**src/verilog/mfp_regs_pkg.sv**
```systemverilog
package mfp_regs_pkg;

  // cpu-side register bus
  typedef logic [1:0] reg_addr_t;
  typedef logic [7:0] reg_data_t;

  // bit 1 picks the channel, bit 0 picks control over data
  localparam reg_addr_t ADDR_A_DATA = 2'd0;
  localparam reg_addr_t ADDR_A_CTRL = 2'd1;
  localparam reg_addr_t ADDR_B_DATA = 2'd2;
  localparam reg_addr_t ADDR_B_CTRL = 2'd3;

  // low five bits of a control register access
  // on read, clear_out position carries the output level
  typedef struct packed {
    logic       clear_out;
    logic       mode_sel;
    logic [2:0] prescale_sel;
  } ctrl_reg_t;

  localparam int CTRL_REG_W = $bits(ctrl_reg_t);

endpackage

```
**src/verilog/mfp_timer_pkg.sv**
```systemverilog
package mfp_timer_pkg;

  typedef logic [7:0] count_t;
  typedef logic [2:0] presc_sel_t;

  typedef enum logic [1:0] {
    MODE_STOPPED,
    MODE_DELAY,
    MODE_EVENT,
    MODE_PULSE
  } timer_mode_e;

  // per-channel config handed from control to the datapath
  typedef struct packed {
    timer_mode_e mode;
    presc_sel_t  sel;
  } timer_cfg_t;

  // divide ratio for a prescaler select
  function automatic logic [7:0] presc_ratio(presc_sel_t sel);
    case (sel)
      3'd1:    return 8'd4;
      3'd2:    return 8'd10;
      3'd3:    return 8'd16;
      3'd4:    return 8'd50;
      3'd5:    return 8'd64;
      3'd6:    return 8'd100;
      3'd7:    return 8'd200;
      default: return 8'd1;
    endcase
  endfunction

  // mode from the raw control bits
  function automatic timer_mode_e decode_mode(logic mode_sel, presc_sel_t sel);
    if (!mode_sel)
      return (sel == '0) ? MODE_STOPPED : MODE_DELAY;
    return (sel == '0) ? MODE_EVENT : MODE_PULSE;
  endfunction

endpackage

```
**src/verilog/mfp_input_sync.sv**
```systemverilog
module mfp_input_sync #(
  parameter int SYNC_STAGES = 2
) (
  input  logic CLK,
  input  logic rst_n,
  input  logic async_in,
  output logic level,
  output logic rise
);

  logic [SYNC_STAGES-1:0] chain;
  logic                   hist;

  always_ff @(posedge CLK) begin
    if (!rst_n) begin
      chain <= '0;
      hist  <= 1'b0;
    end else begin
      // shift in at bit 0, synchronised level leaves at the top
      chain <= {chain[SYNC_STAGES-2:0], async_in};
      hist  <= chain[SYNC_STAGES-1];
    end
  end

  assign level = chain[SYNC_STAGES-1];

  // high in the first cycle of a new high level
  assign rise = chain[SYNC_STAGES-1] & ~hist;

endmodule

```
**src/verilog/mfp_prescaler.sv**
```systemverilog
module mfp_prescaler
  import mfp_timer_pkg::*;
(
  input  logic       CLK,
  input  logic       rst_n,
  input  presc_sel_t sel,
  input  logic       restart,
  input  logic       xclk_rise,
  output logic       tick
);

  logic [7:0] edge_cnt;
  logic [7:0] last_cnt;
  logic       at_last;

  // ratio of 1 gives a tick on every edge
  assign last_cnt = presc_ratio(sel) - 8'd1;

  // >= so a stale count above a new limit still wraps
  assign at_last = (edge_cnt >= last_cnt);

  assign tick = xclk_rise & at_last;

  always_ff @(posedge CLK) begin
    if (!rst_n) begin
      edge_cnt <= '0;
    end else if (restart) begin
      // new select written, start the divide over
      edge_cnt <= '0;
    end else if (xclk_rise) begin
      if (at_last)
        edge_cnt <= '0;
      else
        edge_cnt <= edge_cnt + 8'd1;
    end
  end

endmodule

```
**src/verilog/mfp_timer_counter.sv**
```systemverilog
module mfp_timer_counter
  import mfp_timer_pkg::*;
(
  input  logic   CLK,
  input  logic   rst_n,
  input  logic   load,
  input  count_t load_value,
  input  logic   count_en,
  input  logic   clear_out,
  output count_t count,
  output logic   t_out,
  output logic   timeout
);

  count_t reload_q;
  count_t count_q;
  logic   out_q;
  logic   timeout_q;
  logic   wrap;

  // only 1 ends a period, a zero count runs down through 255
  assign wrap = count_en && !load && (count_q == 8'd1);

  always_ff @(posedge CLK) begin
    if (!rst_n) begin
      reload_q <= '0;
      count_q  <= '0;
    end else if (load) begin
      // data write sets both reload and live count
      reload_q <= load_value;
      count_q  <= load_value;
    end else if (count_en) begin
      if (wrap)
        count_q <= reload_q;
      else
        count_q <= count_q - 8'd1;
    end
  end

  always_ff @(posedge CLK) begin
    if (!rst_n) begin
      out_q     <= 1'b0;
      timeout_q <= 1'b0;
    end else begin
      timeout_q <= wrap;
      // clear wins over a toggle in the same cycle
      if (clear_out)
        out_q <= 1'b0;
      else if (wrap)
        out_q <= ~out_q;
    end
  end

  assign count   = count_q;
  assign t_out   = out_q;
  assign timeout = timeout_q;

endmodule

```
**src/verilog/mfp_timer_ctrl.sv**
```systemverilog
module mfp_timer_ctrl
  import mfp_regs_pkg::*, mfp_timer_pkg::*;
(
  input  logic       CLK,
  input  logic       rst_n,
  input  reg_addr_t  addr,
  input  logic       wr,
  input  reg_data_t  wdata,
  output reg_data_t  rdata,
  output timer_cfg_t cfg_a,
  output timer_cfg_t cfg_b,
  output logic       presc_restart_a,
  output logic       presc_restart_b,
  input  logic       tick_a,
  input  logic       tick_b,
  input  logic       trig_level_a,
  input  logic       trig_level_b,
  input  logic       trig_rise_a,
  input  logic       trig_rise_b,
  output logic       load_a,
  output logic       load_b,
  output count_t     load_value,
  output logic       clear_a,
  output logic       clear_b,
  output logic       count_en_a,
  output logic       count_en_b,
  input  count_t     count_a,
  input  count_t     count_b,
  input  logic       t_out_a,
  input  logic       t_out_b,
  output logic       pulse_mode_a,
  output logic       pulse_mode_b
);

  ctrl_reg_t  wr_ctrl;
  logic       wr_ctrl_a;
  logic       wr_ctrl_b;
  timer_cfg_t new_cfg;
  ctrl_reg_t  rd_ctrl_a;
  ctrl_reg_t  rd_ctrl_b;

  // count source picked by the channel mode
  function automatic logic count_src(timer_cfg_t cfg, logic tick, logic trig_level,
                                     logic trig_rise);
    case (cfg.mode)
      MODE_DELAY: return tick;
      MODE_EVENT: return trig_rise;
      MODE_PULSE: return tick & trig_level;
      default:    return 1'b0;
    endcase
  endfunction

  // write decode
  assign wr_ctrl   = ctrl_reg_t'(wdata[CTRL_REG_W-1:0]);
  assign wr_ctrl_a = wr && (addr == ADDR_A_CTRL);
  assign wr_ctrl_b = wr && (addr == ADDR_B_CTRL);
  assign load_a    = wr && (addr == ADDR_A_DATA);
  assign load_b    = wr && (addr == ADDR_B_DATA);
  assign load_value = wdata;
  assign clear_a   = wr_ctrl_a & wr_ctrl.clear_out;
  assign clear_b   = wr_ctrl_b & wr_ctrl.clear_out;
  assign presc_restart_a = wr_ctrl_a;
  assign presc_restart_b = wr_ctrl_b;

  assign new_cfg.mode = decode_mode(wr_ctrl.mode_sel, wr_ctrl.prescale_sel);
  assign new_cfg.sel  = wr_ctrl.prescale_sel;

  always_ff @(posedge CLK) begin
    if (!rst_n) begin
      cfg_a <= '{mode: MODE_STOPPED, sel: '0};
      cfg_b <= '{mode: MODE_STOPPED, sel: '0};
    end else begin
      if (wr_ctrl_a)
        cfg_a <= new_cfg;
      if (wr_ctrl_b)
        cfg_b <= new_cfg;
    end
  end

  assign count_en_a   = count_src(cfg_a, tick_a, trig_level_a, trig_rise_a);
  assign count_en_b   = count_src(cfg_b, tick_b, trig_level_b, trig_rise_b);
  assign pulse_mode_a = (cfg_a.mode == MODE_PULSE);
  assign pulse_mode_b = (cfg_b.mode == MODE_PULSE);

  // control readback, output level sits where clear_out is written
  assign rd_ctrl_a.clear_out    = t_out_a;
  assign rd_ctrl_a.mode_sel     = (cfg_a.mode == MODE_EVENT) || (cfg_a.mode == MODE_PULSE);
  assign rd_ctrl_a.prescale_sel = cfg_a.sel;
  assign rd_ctrl_b.clear_out    = t_out_b;
  assign rd_ctrl_b.mode_sel     = (cfg_b.mode == MODE_EVENT) || (cfg_b.mode == MODE_PULSE);
  assign rd_ctrl_b.prescale_sel = cfg_b.sel;

  always_comb begin
    case (addr)
      ADDR_A_DATA: rdata = count_a;
      ADDR_A_CTRL: rdata = reg_data_t'(rd_ctrl_a);
      ADDR_B_DATA: rdata = count_b;
      default:     rdata = reg_data_t'(rd_ctrl_b);
    endcase
  end

endmodule

```
**src/verilog/mfp_timer_block.sv**
```systemverilog
module mfp_timer_block
  import mfp_regs_pkg::*, mfp_timer_pkg::*;
#(
  parameter int SYNC_STAGES = 2
) (
  input  logic      CLK,
  input  logic      rst_n,
  input  reg_addr_t addr,
  input  logic      wr,
  input  reg_data_t wdata,
  output reg_data_t rdata,
  input  logic      xclk_a,
  input  logic      xclk_b,
  input  logic      trig_a,
  input  logic      trig_b,
  output logic      t_out_a,
  output logic      t_out_b,
  output logic      timeout_a,
  output logic      timeout_b,
  output logic      pulse_mode_a,
  output logic      pulse_mode_b
);

  timer_cfg_t cfg_a, cfg_b;
  logic       restart_a, restart_b;
  logic       xrise_a, xrise_b;
  logic       tick_a, tick_b;
  logic       trig_lvl_a, trig_lvl_b;
  logic       trig_rise_a, trig_rise_b;
  logic       load_a, load_b;
  count_t     load_value;
  logic       clear_a, clear_b;
  logic       count_en_a, count_en_b;
  count_t     count_a, count_b;

  mfp_timer_ctrl u_ctrl (
    .CLK, .rst_n, .addr, .wr, .wdata, .rdata,
    .cfg_a, .cfg_b,
    .presc_restart_a (restart_a), .presc_restart_b (restart_b),
    .tick_a, .tick_b,
    .trig_level_a (trig_lvl_a), .trig_level_b (trig_lvl_b),
    .trig_rise_a, .trig_rise_b,
    .load_a, .load_b, .load_value, .clear_a, .clear_b,
    .count_en_a, .count_en_b, .count_a, .count_b,
    .t_out_a, .t_out_b, .pulse_mode_a, .pulse_mode_b
  );

  // channel a
  mfp_input_sync #(.SYNC_STAGES(SYNC_STAGES)) u_xsync_a (
    .CLK, .rst_n, .async_in (xclk_a), .level (), .rise (xrise_a));
  mfp_input_sync #(.SYNC_STAGES(SYNC_STAGES)) u_tsync_a (
    .CLK, .rst_n, .async_in (trig_a), .level (trig_lvl_a), .rise (trig_rise_a));
  mfp_prescaler u_presc_a (
    .CLK, .rst_n, .sel (cfg_a.sel), .restart (restart_a), .xclk_rise (xrise_a), .tick (tick_a));
  mfp_timer_counter u_cnt_a (
    .CLK, .rst_n, .load (load_a), .load_value, .count_en (count_en_a), .clear_out (clear_a),
    .count (count_a), .t_out (t_out_a), .timeout (timeout_a));

  // channel b
  mfp_input_sync #(.SYNC_STAGES(SYNC_STAGES)) u_xsync_b (
    .CLK, .rst_n, .async_in (xclk_b), .level (), .rise (xrise_b));
  mfp_input_sync #(.SYNC_STAGES(SYNC_STAGES)) u_tsync_b (
    .CLK, .rst_n, .async_in (trig_b), .level (trig_lvl_b), .rise (trig_rise_b));
  mfp_prescaler u_presc_b (
    .CLK, .rst_n, .sel (cfg_b.sel), .restart (restart_b), .xclk_rise (xrise_b), .tick (tick_b));
  mfp_timer_counter u_cnt_b (
    .CLK, .rst_n, .load (load_b), .load_value, .count_en (count_en_b), .clear_out (clear_b),
    .count (count_b), .t_out (t_out_b), .timeout (timeout_b));

endmodule

```
**config.mk**
```make
export PLATFORM = sky130hd
export DESIGN_NAME = mfp_timer_block
export DESIGN_NICKNAME = d
export VERILOG_FILES = /design/src/verilog/mfp_regs_pkg.sv /design/src/verilog/mfp_timer_pkg.sv /design/src/verilog/mfp_input_sync.sv /design/src/verilog/mfp_prescaler.sv /design/src/verilog/mfp_timer_counter.sv /design/src/verilog/mfp_timer_ctrl.sv /design/src/verilog/mfp_timer_block.sv
export SDC_FILE = /design/constraint.sdc
export NUM_CORES = 1
export LEC_CHECK = 0
export BUFFER_PORTS_ARGS = -buffer_cell sky130_fd_sc_hd__buf_2
export CAP_MARGIN = 10
export CORE_MARGIN = 2
export CORE_UTILIZATION = 51
export CTS_BUF_LIST = sky130_fd_sc_hd__clkbuf_16
export DETAILED_ROUTE_END_ITERATION = 10
export PLACE_DENSITY = 0.78
export RECOVER_POWER = 50
export SYNTH_ARGS = -nofsm -noshare
export SYNTH_HDL_FRONTEND = slang
export SYNTH_HIERARCHICAL = 1
export SYNTH_SLANG_ARGS = --single-unit
```
**constraint.sdc**
```tcl
create_clock -name CLK -period 3.2 [get_ports CLK]
set_clock_uncertainty 0.15 [all_clocks]
set_input_delay 0.32 -clock CLK [delete_from_list [all_inputs] [get_ports CLK]]
set_output_delay 0.32 -clock CLK [all_outputs]
set_load 0.05 [all_outputs]
```
; Yosys cells after proc, flatten, opt, wreduce, memory -nomap -nowiden
; Index checks and enable logic that the tools add are counted.
[word_totals]
regBits = 74
in_bits = 17
wordCells = 108
[classes]
add_sub_neg = 6
n_lt_le_gt_ge = 2
n_eq_ne = 25
muxes = 16
bitwise_logic = 17
n_reduce_logical = 20
[op_table]
columns = op, n
row1 = case mux 8 bit (7 select lines), 2
row2 = two-way mux 8 bit, 8
row3 = "subtractor 8 x 1 -> 8 bit, second input constant", 4
row4 = "equality test 3 bit, second input constant", 8
row5 = case mux 8 bit (3 select lines), 1
row6 = "adder 8 x 1 -> 8 bit, second input constant", 2
row7 = "equality test 8 x 1 -> 1 bit, second input constant", 2
row8 = >= comparator 8 bit, 2
row9 = "equality test 2 bit, second input constant", 6
row10 = "equality test 3 x 2 -> 1 bit, second input constant", 4
row11 = bitwise AND 1 bit, 10
row12 = logical AND 1 bit, 8
row13 = OR reduction 2 bit, 4
row14 = NOT 1 bit, 7
row15 = "equality test 2 x 1 -> 1 bit, second input constant", 3
row16 = "equality test 3 x 1 -> 1 bit, second input constant", 2
row17 = case mux 1 bit (3 select lines), 2
row18 = nonzero test 2 bit, 2
row19 = zero test 3 bit, 1
row20 = zero test 1 bit, 2
row21 = zero test 2 bit, 1
row22 = logical OR 1 bit, 2
row23 = two-way mux 1 bit, 2
row24 = two-way mux 2 bit, 1

; Logic depth before layout (Yosys ltp)
[depth]
ltp_word = 12
ltp_mapped = 13

; Cells and area by module
; The synthesis kept the hierarchy.
[by_module_without_submodules]
columns = module, n_inst, cells_each, area_per_inst_um2
row1 = mfp_timer_counter, 2, 104, 978.4
row2 = mfp_prescaler, 2, 68, 603.1
row3 = mfp_timer_ctrl, 1, 75, 674.4
row4 = mfp_input_sync, 4, 7, 92.6

; Least setup slack after synthesis
; No wires, ideal clock.
[synth_timing]
path_kind = flip-flop to flip-flop
startpoint = reg u_ctrl/cfg_a[1] (netlist name)
endpoint = reg u_cnt_a.count_q[6] (netlist: u_cnt_a/count[6])
setup_time_ps = 117
t_arrival_ps = 2492
slack_ps = 441
stages_incl_launch_ff = 13
period_less_slack_ps = 2759
path_cell_list = dfxtp_1 -> clkbuf_1 -> mux2_2 -> ha_1 -> a211o_1 -> a31oi_1 -> o21ai_2 -> o211ai_1 -> o21ai_0 -> nor2b_1 -> nand2_1 -> a31oi_1 -> a22o_1
[synth_via]
elab_chain_cells = 12
elab_cells_between_ends = 19
[synth_lines]
columns = item, line
row1 = equality test 3 bit (tied with other cells), mfp_timer_pkg.sv:21  ; case (sel)
row2 = case mux 8 bit (7 select lines) *, mfp_timer_pkg.sv:21
row3 = subtractor 8 x 1 -> 8 bit *, mfp_prescaler.sv:17  ; assign last_cnt = presc_ratio(sel) - 8'd1;
row4 = >= comparator 8 bit *, mfp_prescaler.sv:20  ; assign at_last = (edge_cnt >= last_cnt);
row5 = bitwise AND 1 bit *, mfp_prescaler.sv:22  ; assign tick = xclk_rise & at_last;
row6 = net tick_a, mfp_timer_block.sv:27  ; logic tick_a, tick_b;
row7 = bitwise AND 1 bit, mfp_timer_ctrl.sv:48  ; MODE_PULSE: return tick & trig_level;
row8 = case mux 1 bit (3 select lines) *, mfp_timer_ctrl.sv:45  ; case (cfg.mode)
row9 = net count_en_a, mfp_timer_block.sv:33  ; logic count_en_a, count_en_b;
row10 = logical AND 1 bit (2 in series), mfp_timer_counter.sv:22  ; assign wrap = count_en && !load && (count_q == 8'd1);
row11 = two-way mux 8 bit, mfp_timer_counter.sv:33  ; if (wrap)
row12 = two-way mux 8 bit, mfp_timer_counter.sv:32  ; end else if (count_en) begin
row13 = two-way mux 8 bit, mfp_timer_counter.sv:28  ; end else if (load) begin
row14 = "end signal, assigned", mfp_timer_counter.sv:31  ; count_q <= load_value;
row15 = "end signal, assigned", mfp_timer_counter.sv:34  ; count_q <= reload_q;
row16 = "end signal, assigned", mfp_timer_counter.sv:36  ; count_q <= count_q - 8'd1;
row17 = "end, declared", mfp_timer_counter.sv:16  ; count_t count_q;
; Mark *: on every way through the listed nets, which the timed path passes. The rest lies on a longest branch. The select of a mux whose other input is x is not followed.
; A chain may end at the register's enable or synchronous reset.

; Worst setup path after layout
[layout_timing]
startpoint = reg u_ctrl/cfg_a[2] (netlist name)
endpoint = reg u_cnt_a.count_q[6] (netlist: u_cnt_a/count[6])
[layout_via]
elab_chain_cells = 12
elab_cells_between_ends = 19
[layout_lines]
columns = item, line
row1 = equality test 3 bit (tied with other cells), mfp_timer_pkg.sv:21
row2 = case mux 8 bit (7 select lines) *, mfp_timer_pkg.sv:21
row3 = subtractor 8 x 1 -> 8 bit *, mfp_prescaler.sv:17
row4 = >= comparator 8 bit *, mfp_prescaler.sv:20
row5 = bitwise AND 1 bit *, mfp_prescaler.sv:22
row6 = net tick_a, mfp_timer_block.sv:27
row7 = bitwise AND 1 bit, mfp_timer_ctrl.sv:48
row8 = case mux 1 bit (3 select lines) *, mfp_timer_ctrl.sv:45
row9 = net count_en_a, mfp_timer_block.sv:33
row10 = logical AND 1 bit (2 in series), mfp_timer_counter.sv:22
row11 = two-way mux 8 bit, mfp_timer_counter.sv:33
row12 = two-way mux 8 bit, mfp_timer_counter.sv:32
row13 = two-way mux 8 bit, mfp_timer_counter.sv:28
; Marks and branches as above.

==> impl_metrics.yaml <==
synthesis:
  yosys.cell_types.count: 54
  synth_nets: 486
  yosysWarnings: 6
  syn-cell-area_um2: 4208
  ys_seq_area_share_pct: 35.21
  synth_seq_cells: 74
  avgSynthCellArea_um2: 9.413
  synth-edff-count: 0
  synth_top_cell_by_area: "dfxtp_1"
  synth.top_cell.area_share_pct: 35.21
  synth_top_flop_cell: "dfxtp_1"
  synthCells: 447
  synthArstFlopShare_pct: 0
  synth_area_leaders: "dfxtp_1 (35%), mux2i_1 (6.9%), ha_1 (6.5%)"
routing:
  wl_per_cell_um: 17.38
  initialDrtViolationCount: 176
  wl_met2_um: 4655
  drt-met1-wl_um: 4306
  route.detailed.drc: 0
  via_per_inst: 5.967
  antenna_left: 0
  routed.top_layer: "met4"
  routed_wl_um: 9906
  first_pass_iters: 7
  num_vias: 3401
  route.met3.wl_um: 777
timing:
  hold_ws_ns: 0.04892
  slew_viol_final: 0
  hold_viol: 0
  worst_slew_pin_slew_ns: 0.7755
  setup_viol: 0
  fmax_mhz: 332.7
  setup_ws_ns: 0.1945
  fin_setup_tns_ns: 0
  fin_crit_ns: 3.005
  slew_headroom_pct: 48.30
  timing.final.crit_share_pct: 93.92
  grt_setup_unrepaired: "no"
min_path:
  hp-class: "primary input to flip-flop"
  hold_start: "trig_b"
final_layout:
  final_util_pct: 56.52
  layout-area-overhead-vs-synth_pct: 8.713
  nets: 501
  finalNonFillerCells: 570
  antenna_cells: 0
  layout-drive-gt1-share_pct: 16.77
outcome:
  run_status: "finished, final reports clean"
worst_setup_path:
  r2r_setup_slack_ns: 0.19
  path_depth: 12
  worst_path_max_delay_cell: "dfxtp_1"
  critical-path-top-delay-family: "compound AO/OA/AOI/OAI gates"
  arrival_ns: 3.08
  critPathBufInv: 0
  crit_fanout: 11
  critical-path-max-stage-delay_ns: 0.51
  reg2reg_from: "u_ctrl/cfg_a[2]"
  path_class: "flip-flop to flip-flop"
  cp-startpoint: "u_ctrl/cfg_a[2]"
  startpoint_type: "flip-flop"
  path_cells: "nand2_1, mux2_2, ha_1, a211o_1, a31oi_1, o21ai_2, o211ai_1, o21ai_0, nor2b_1, nand2_2, a31oi_1, a22o_1"
  reg2reg_to: "u_cnt_a/count[6]"
  endpoint: "u_cnt_a/count[6]"
  crit_top_cell: "a31oi_1"
  worst_setup_path_end_kind: "flip-flop"
  r2r_cells: 12
  crit_required_ns: 3.28
clock_network:
  clk-insertion-delay-late_ns: 0.33
  clock_sinks: 74
  cts_tree: "yes"
  cts_htree_levels: 3
  clockBufferDepth: 2
  cts_root_buffer: "clkbuf_16"
  cts_buffers: 9
  path_clk_slew_ns: 0.06
power_and_ir_drop:
  static-leakage-power_nw: 1.830
  ir_drop_uv: 352.8
  p_per_area_nw_per_um2: 482.0
grt:
  grt_use_total_pct: 23.16
  antenna_found_initial: 0
  grt_pass1_wl_um: 16040
  grt_overflow: 0
  grt_max_degree: 26
  grt_pass1_vias: 3264
die:
  core_area_um2: 8093
  dieArea_um2: 8993
  start_util_pct: 51.99
  die_h_um: 94.83
  io_pins: 31
  fp.dieW_um: 94.83
  num_rows: 33
placement:
  io_buffer_count: 30
  globalplace.congestion: 0.9013
  place_ws_ns: 0.2183
  dp.cells: 556
  hpwlAfterDp_um: 6710
flow_run:
  cap_violations: 0
[cells by family after synthesis]
group | Yosys count | synth area share (%)
simple gates | 168 | 23.07
buf+inv | 46 | 6.482
fa+ha+maj | 22 | 6.542
compound gates | 81 | 14.33
mux | 36 | 10.20
flops | 74 | 35.21
xor+xnor | 20 | 4.163
[worst min path at each step]
stage	end	slack [ns]	cells past startpoint
2_1_floorplan	u_tsync_a/chain[1]	0.26	1
3_3_place_gp	u_tsync_a/chain[1]	0.26	1
3_5_place_dp	u_xsync_a/chain[1]	0.27	1
4_1_cts	u_xsync_a/chain[0]	0.04	2
5_1_grt	u_tsync_b/chain[0]	0.04	2
6_report	u_tsync_b/chain[0]	0.05	2
[through the flow]
| stage | total power, mW | area [µm²] |
|---|---|---|
| 6_report | 2.205 | 4574 |
| 5_1_grt | 2.293 | 4574 |
| 3_3_place_gp | 1.256 | 4324 |
| 4_1_cts | 2.223 | 4597 |
| 3_5_place_dp | 1.265 | 4324 |
| 2_1_floorplan | 1.217 | 4208 |
[worst register-to-register path, delay by kind of cell, from the launching register on]
| kind | cells | cell delay [ns] |
|---|---|---|
| simple gates | 3 | 0.47 |
| compound gates | 7 | 1.31 |
| fa+ha+maj | 1 | 0.21 |
| flops | 1 | 0.51 |
| mux | 1 | 0.27 |
[sequential cells by signal, summed over array words and instances (netlist names), 2 cells and up]
signal and cells:
u_cnt_a/count 8, u_cnt_a/reload_q 8, u_cnt_b/count 8, u_cnt_b/reload_q 8, u_presc_a/edge_cnt 8, u_presc_b/edge_cnt 8, u_ctrl/cfg_a 5, u_ctrl/cfg_b 5
u_tsync_a/chain 2, u_tsync_b/chain 2, u_xsync_a/chain 2, u_xsync_b/chain 2
[placed cells by master (no fill, tap or decap), drive strengths merged, types with 4 or more instances in the layout]
master  Yosys  final
a31oi       4      4
clkinv      1      5
nand2b      9      9
a22o       20     20
nand4       6      6
nor2b      22     22
o21ai      28     28
nand3      12     12
a31o        4      4
nor2       13     13
buf        16     28
dfxtp      74     74
nor4        6      6
or3         6      6
and2       18     18
inv        12     12
nand2      40     40
xnor2      10     10
o31ai       4      4
xor2       10     10
or4         6      6
nor3b       5      5
a22oi       4      4
mux4        5      5
clkbuf     15     18
nor3       19     19
a21o        4      4
mux2i      29     29
ha         22     22
[cell usage after synthesis (5+ instances only)]
library cell and n:
and2_1 16, a22o_1 18, nor3_1 19, xnor2_1 10, nand3_1 12, inv_1 12
nand2b_1 9, xor2_1 10, ha_1 22, nand2_1 40, o21ai_0 22, mux2i_1 29
nor2b_1 18, dfxtp_1 74, buf_4 9, nor3b_1 5, nor2_1 13, clkbuf_1 15
nor4_1 6, nand4_1 6, buf_6 7
[where the power goes]
part	switching, mW	leakage [nW]	internal [mW]
combinational	0.146	1.09	0.121
sequential	0.0354	0.602	0.950
clock	0.366	0.136	0.586
[per-layer routing]
layer	global-route usage (%)	vias to the layer above
met5	0	-
met4	8.937	0
met3	5.826	15
met2	38.18	132
met1	29.07	1630
li1	-	1624
[final cells by class]
| type | count | area [µm²] |
|---|---|---|
| Clock buffer | 9 | 225.2 |
| Clock inverter | 5 | 47.55 |
| Fill cell | 730 | 3518 |
| Inverter | 13 | 50.05 |
| Multi-Input combinational cell | 327 | 2452 |
| Sequential cell | 74 | 1481 |
| Tap cell | 105 | 131.4 |
| Timing Repair Buffer | 37 | 186.4 |
[what timing repair did]
item                                    in CTS  in global routing
gates resized for setup                      0                  1
buffers inserted                             0                  0
hold buffers                                 0                  0
endpoints found under the setup margin       0                  1
Note: power is estimated with default switching activity, not from simulation.
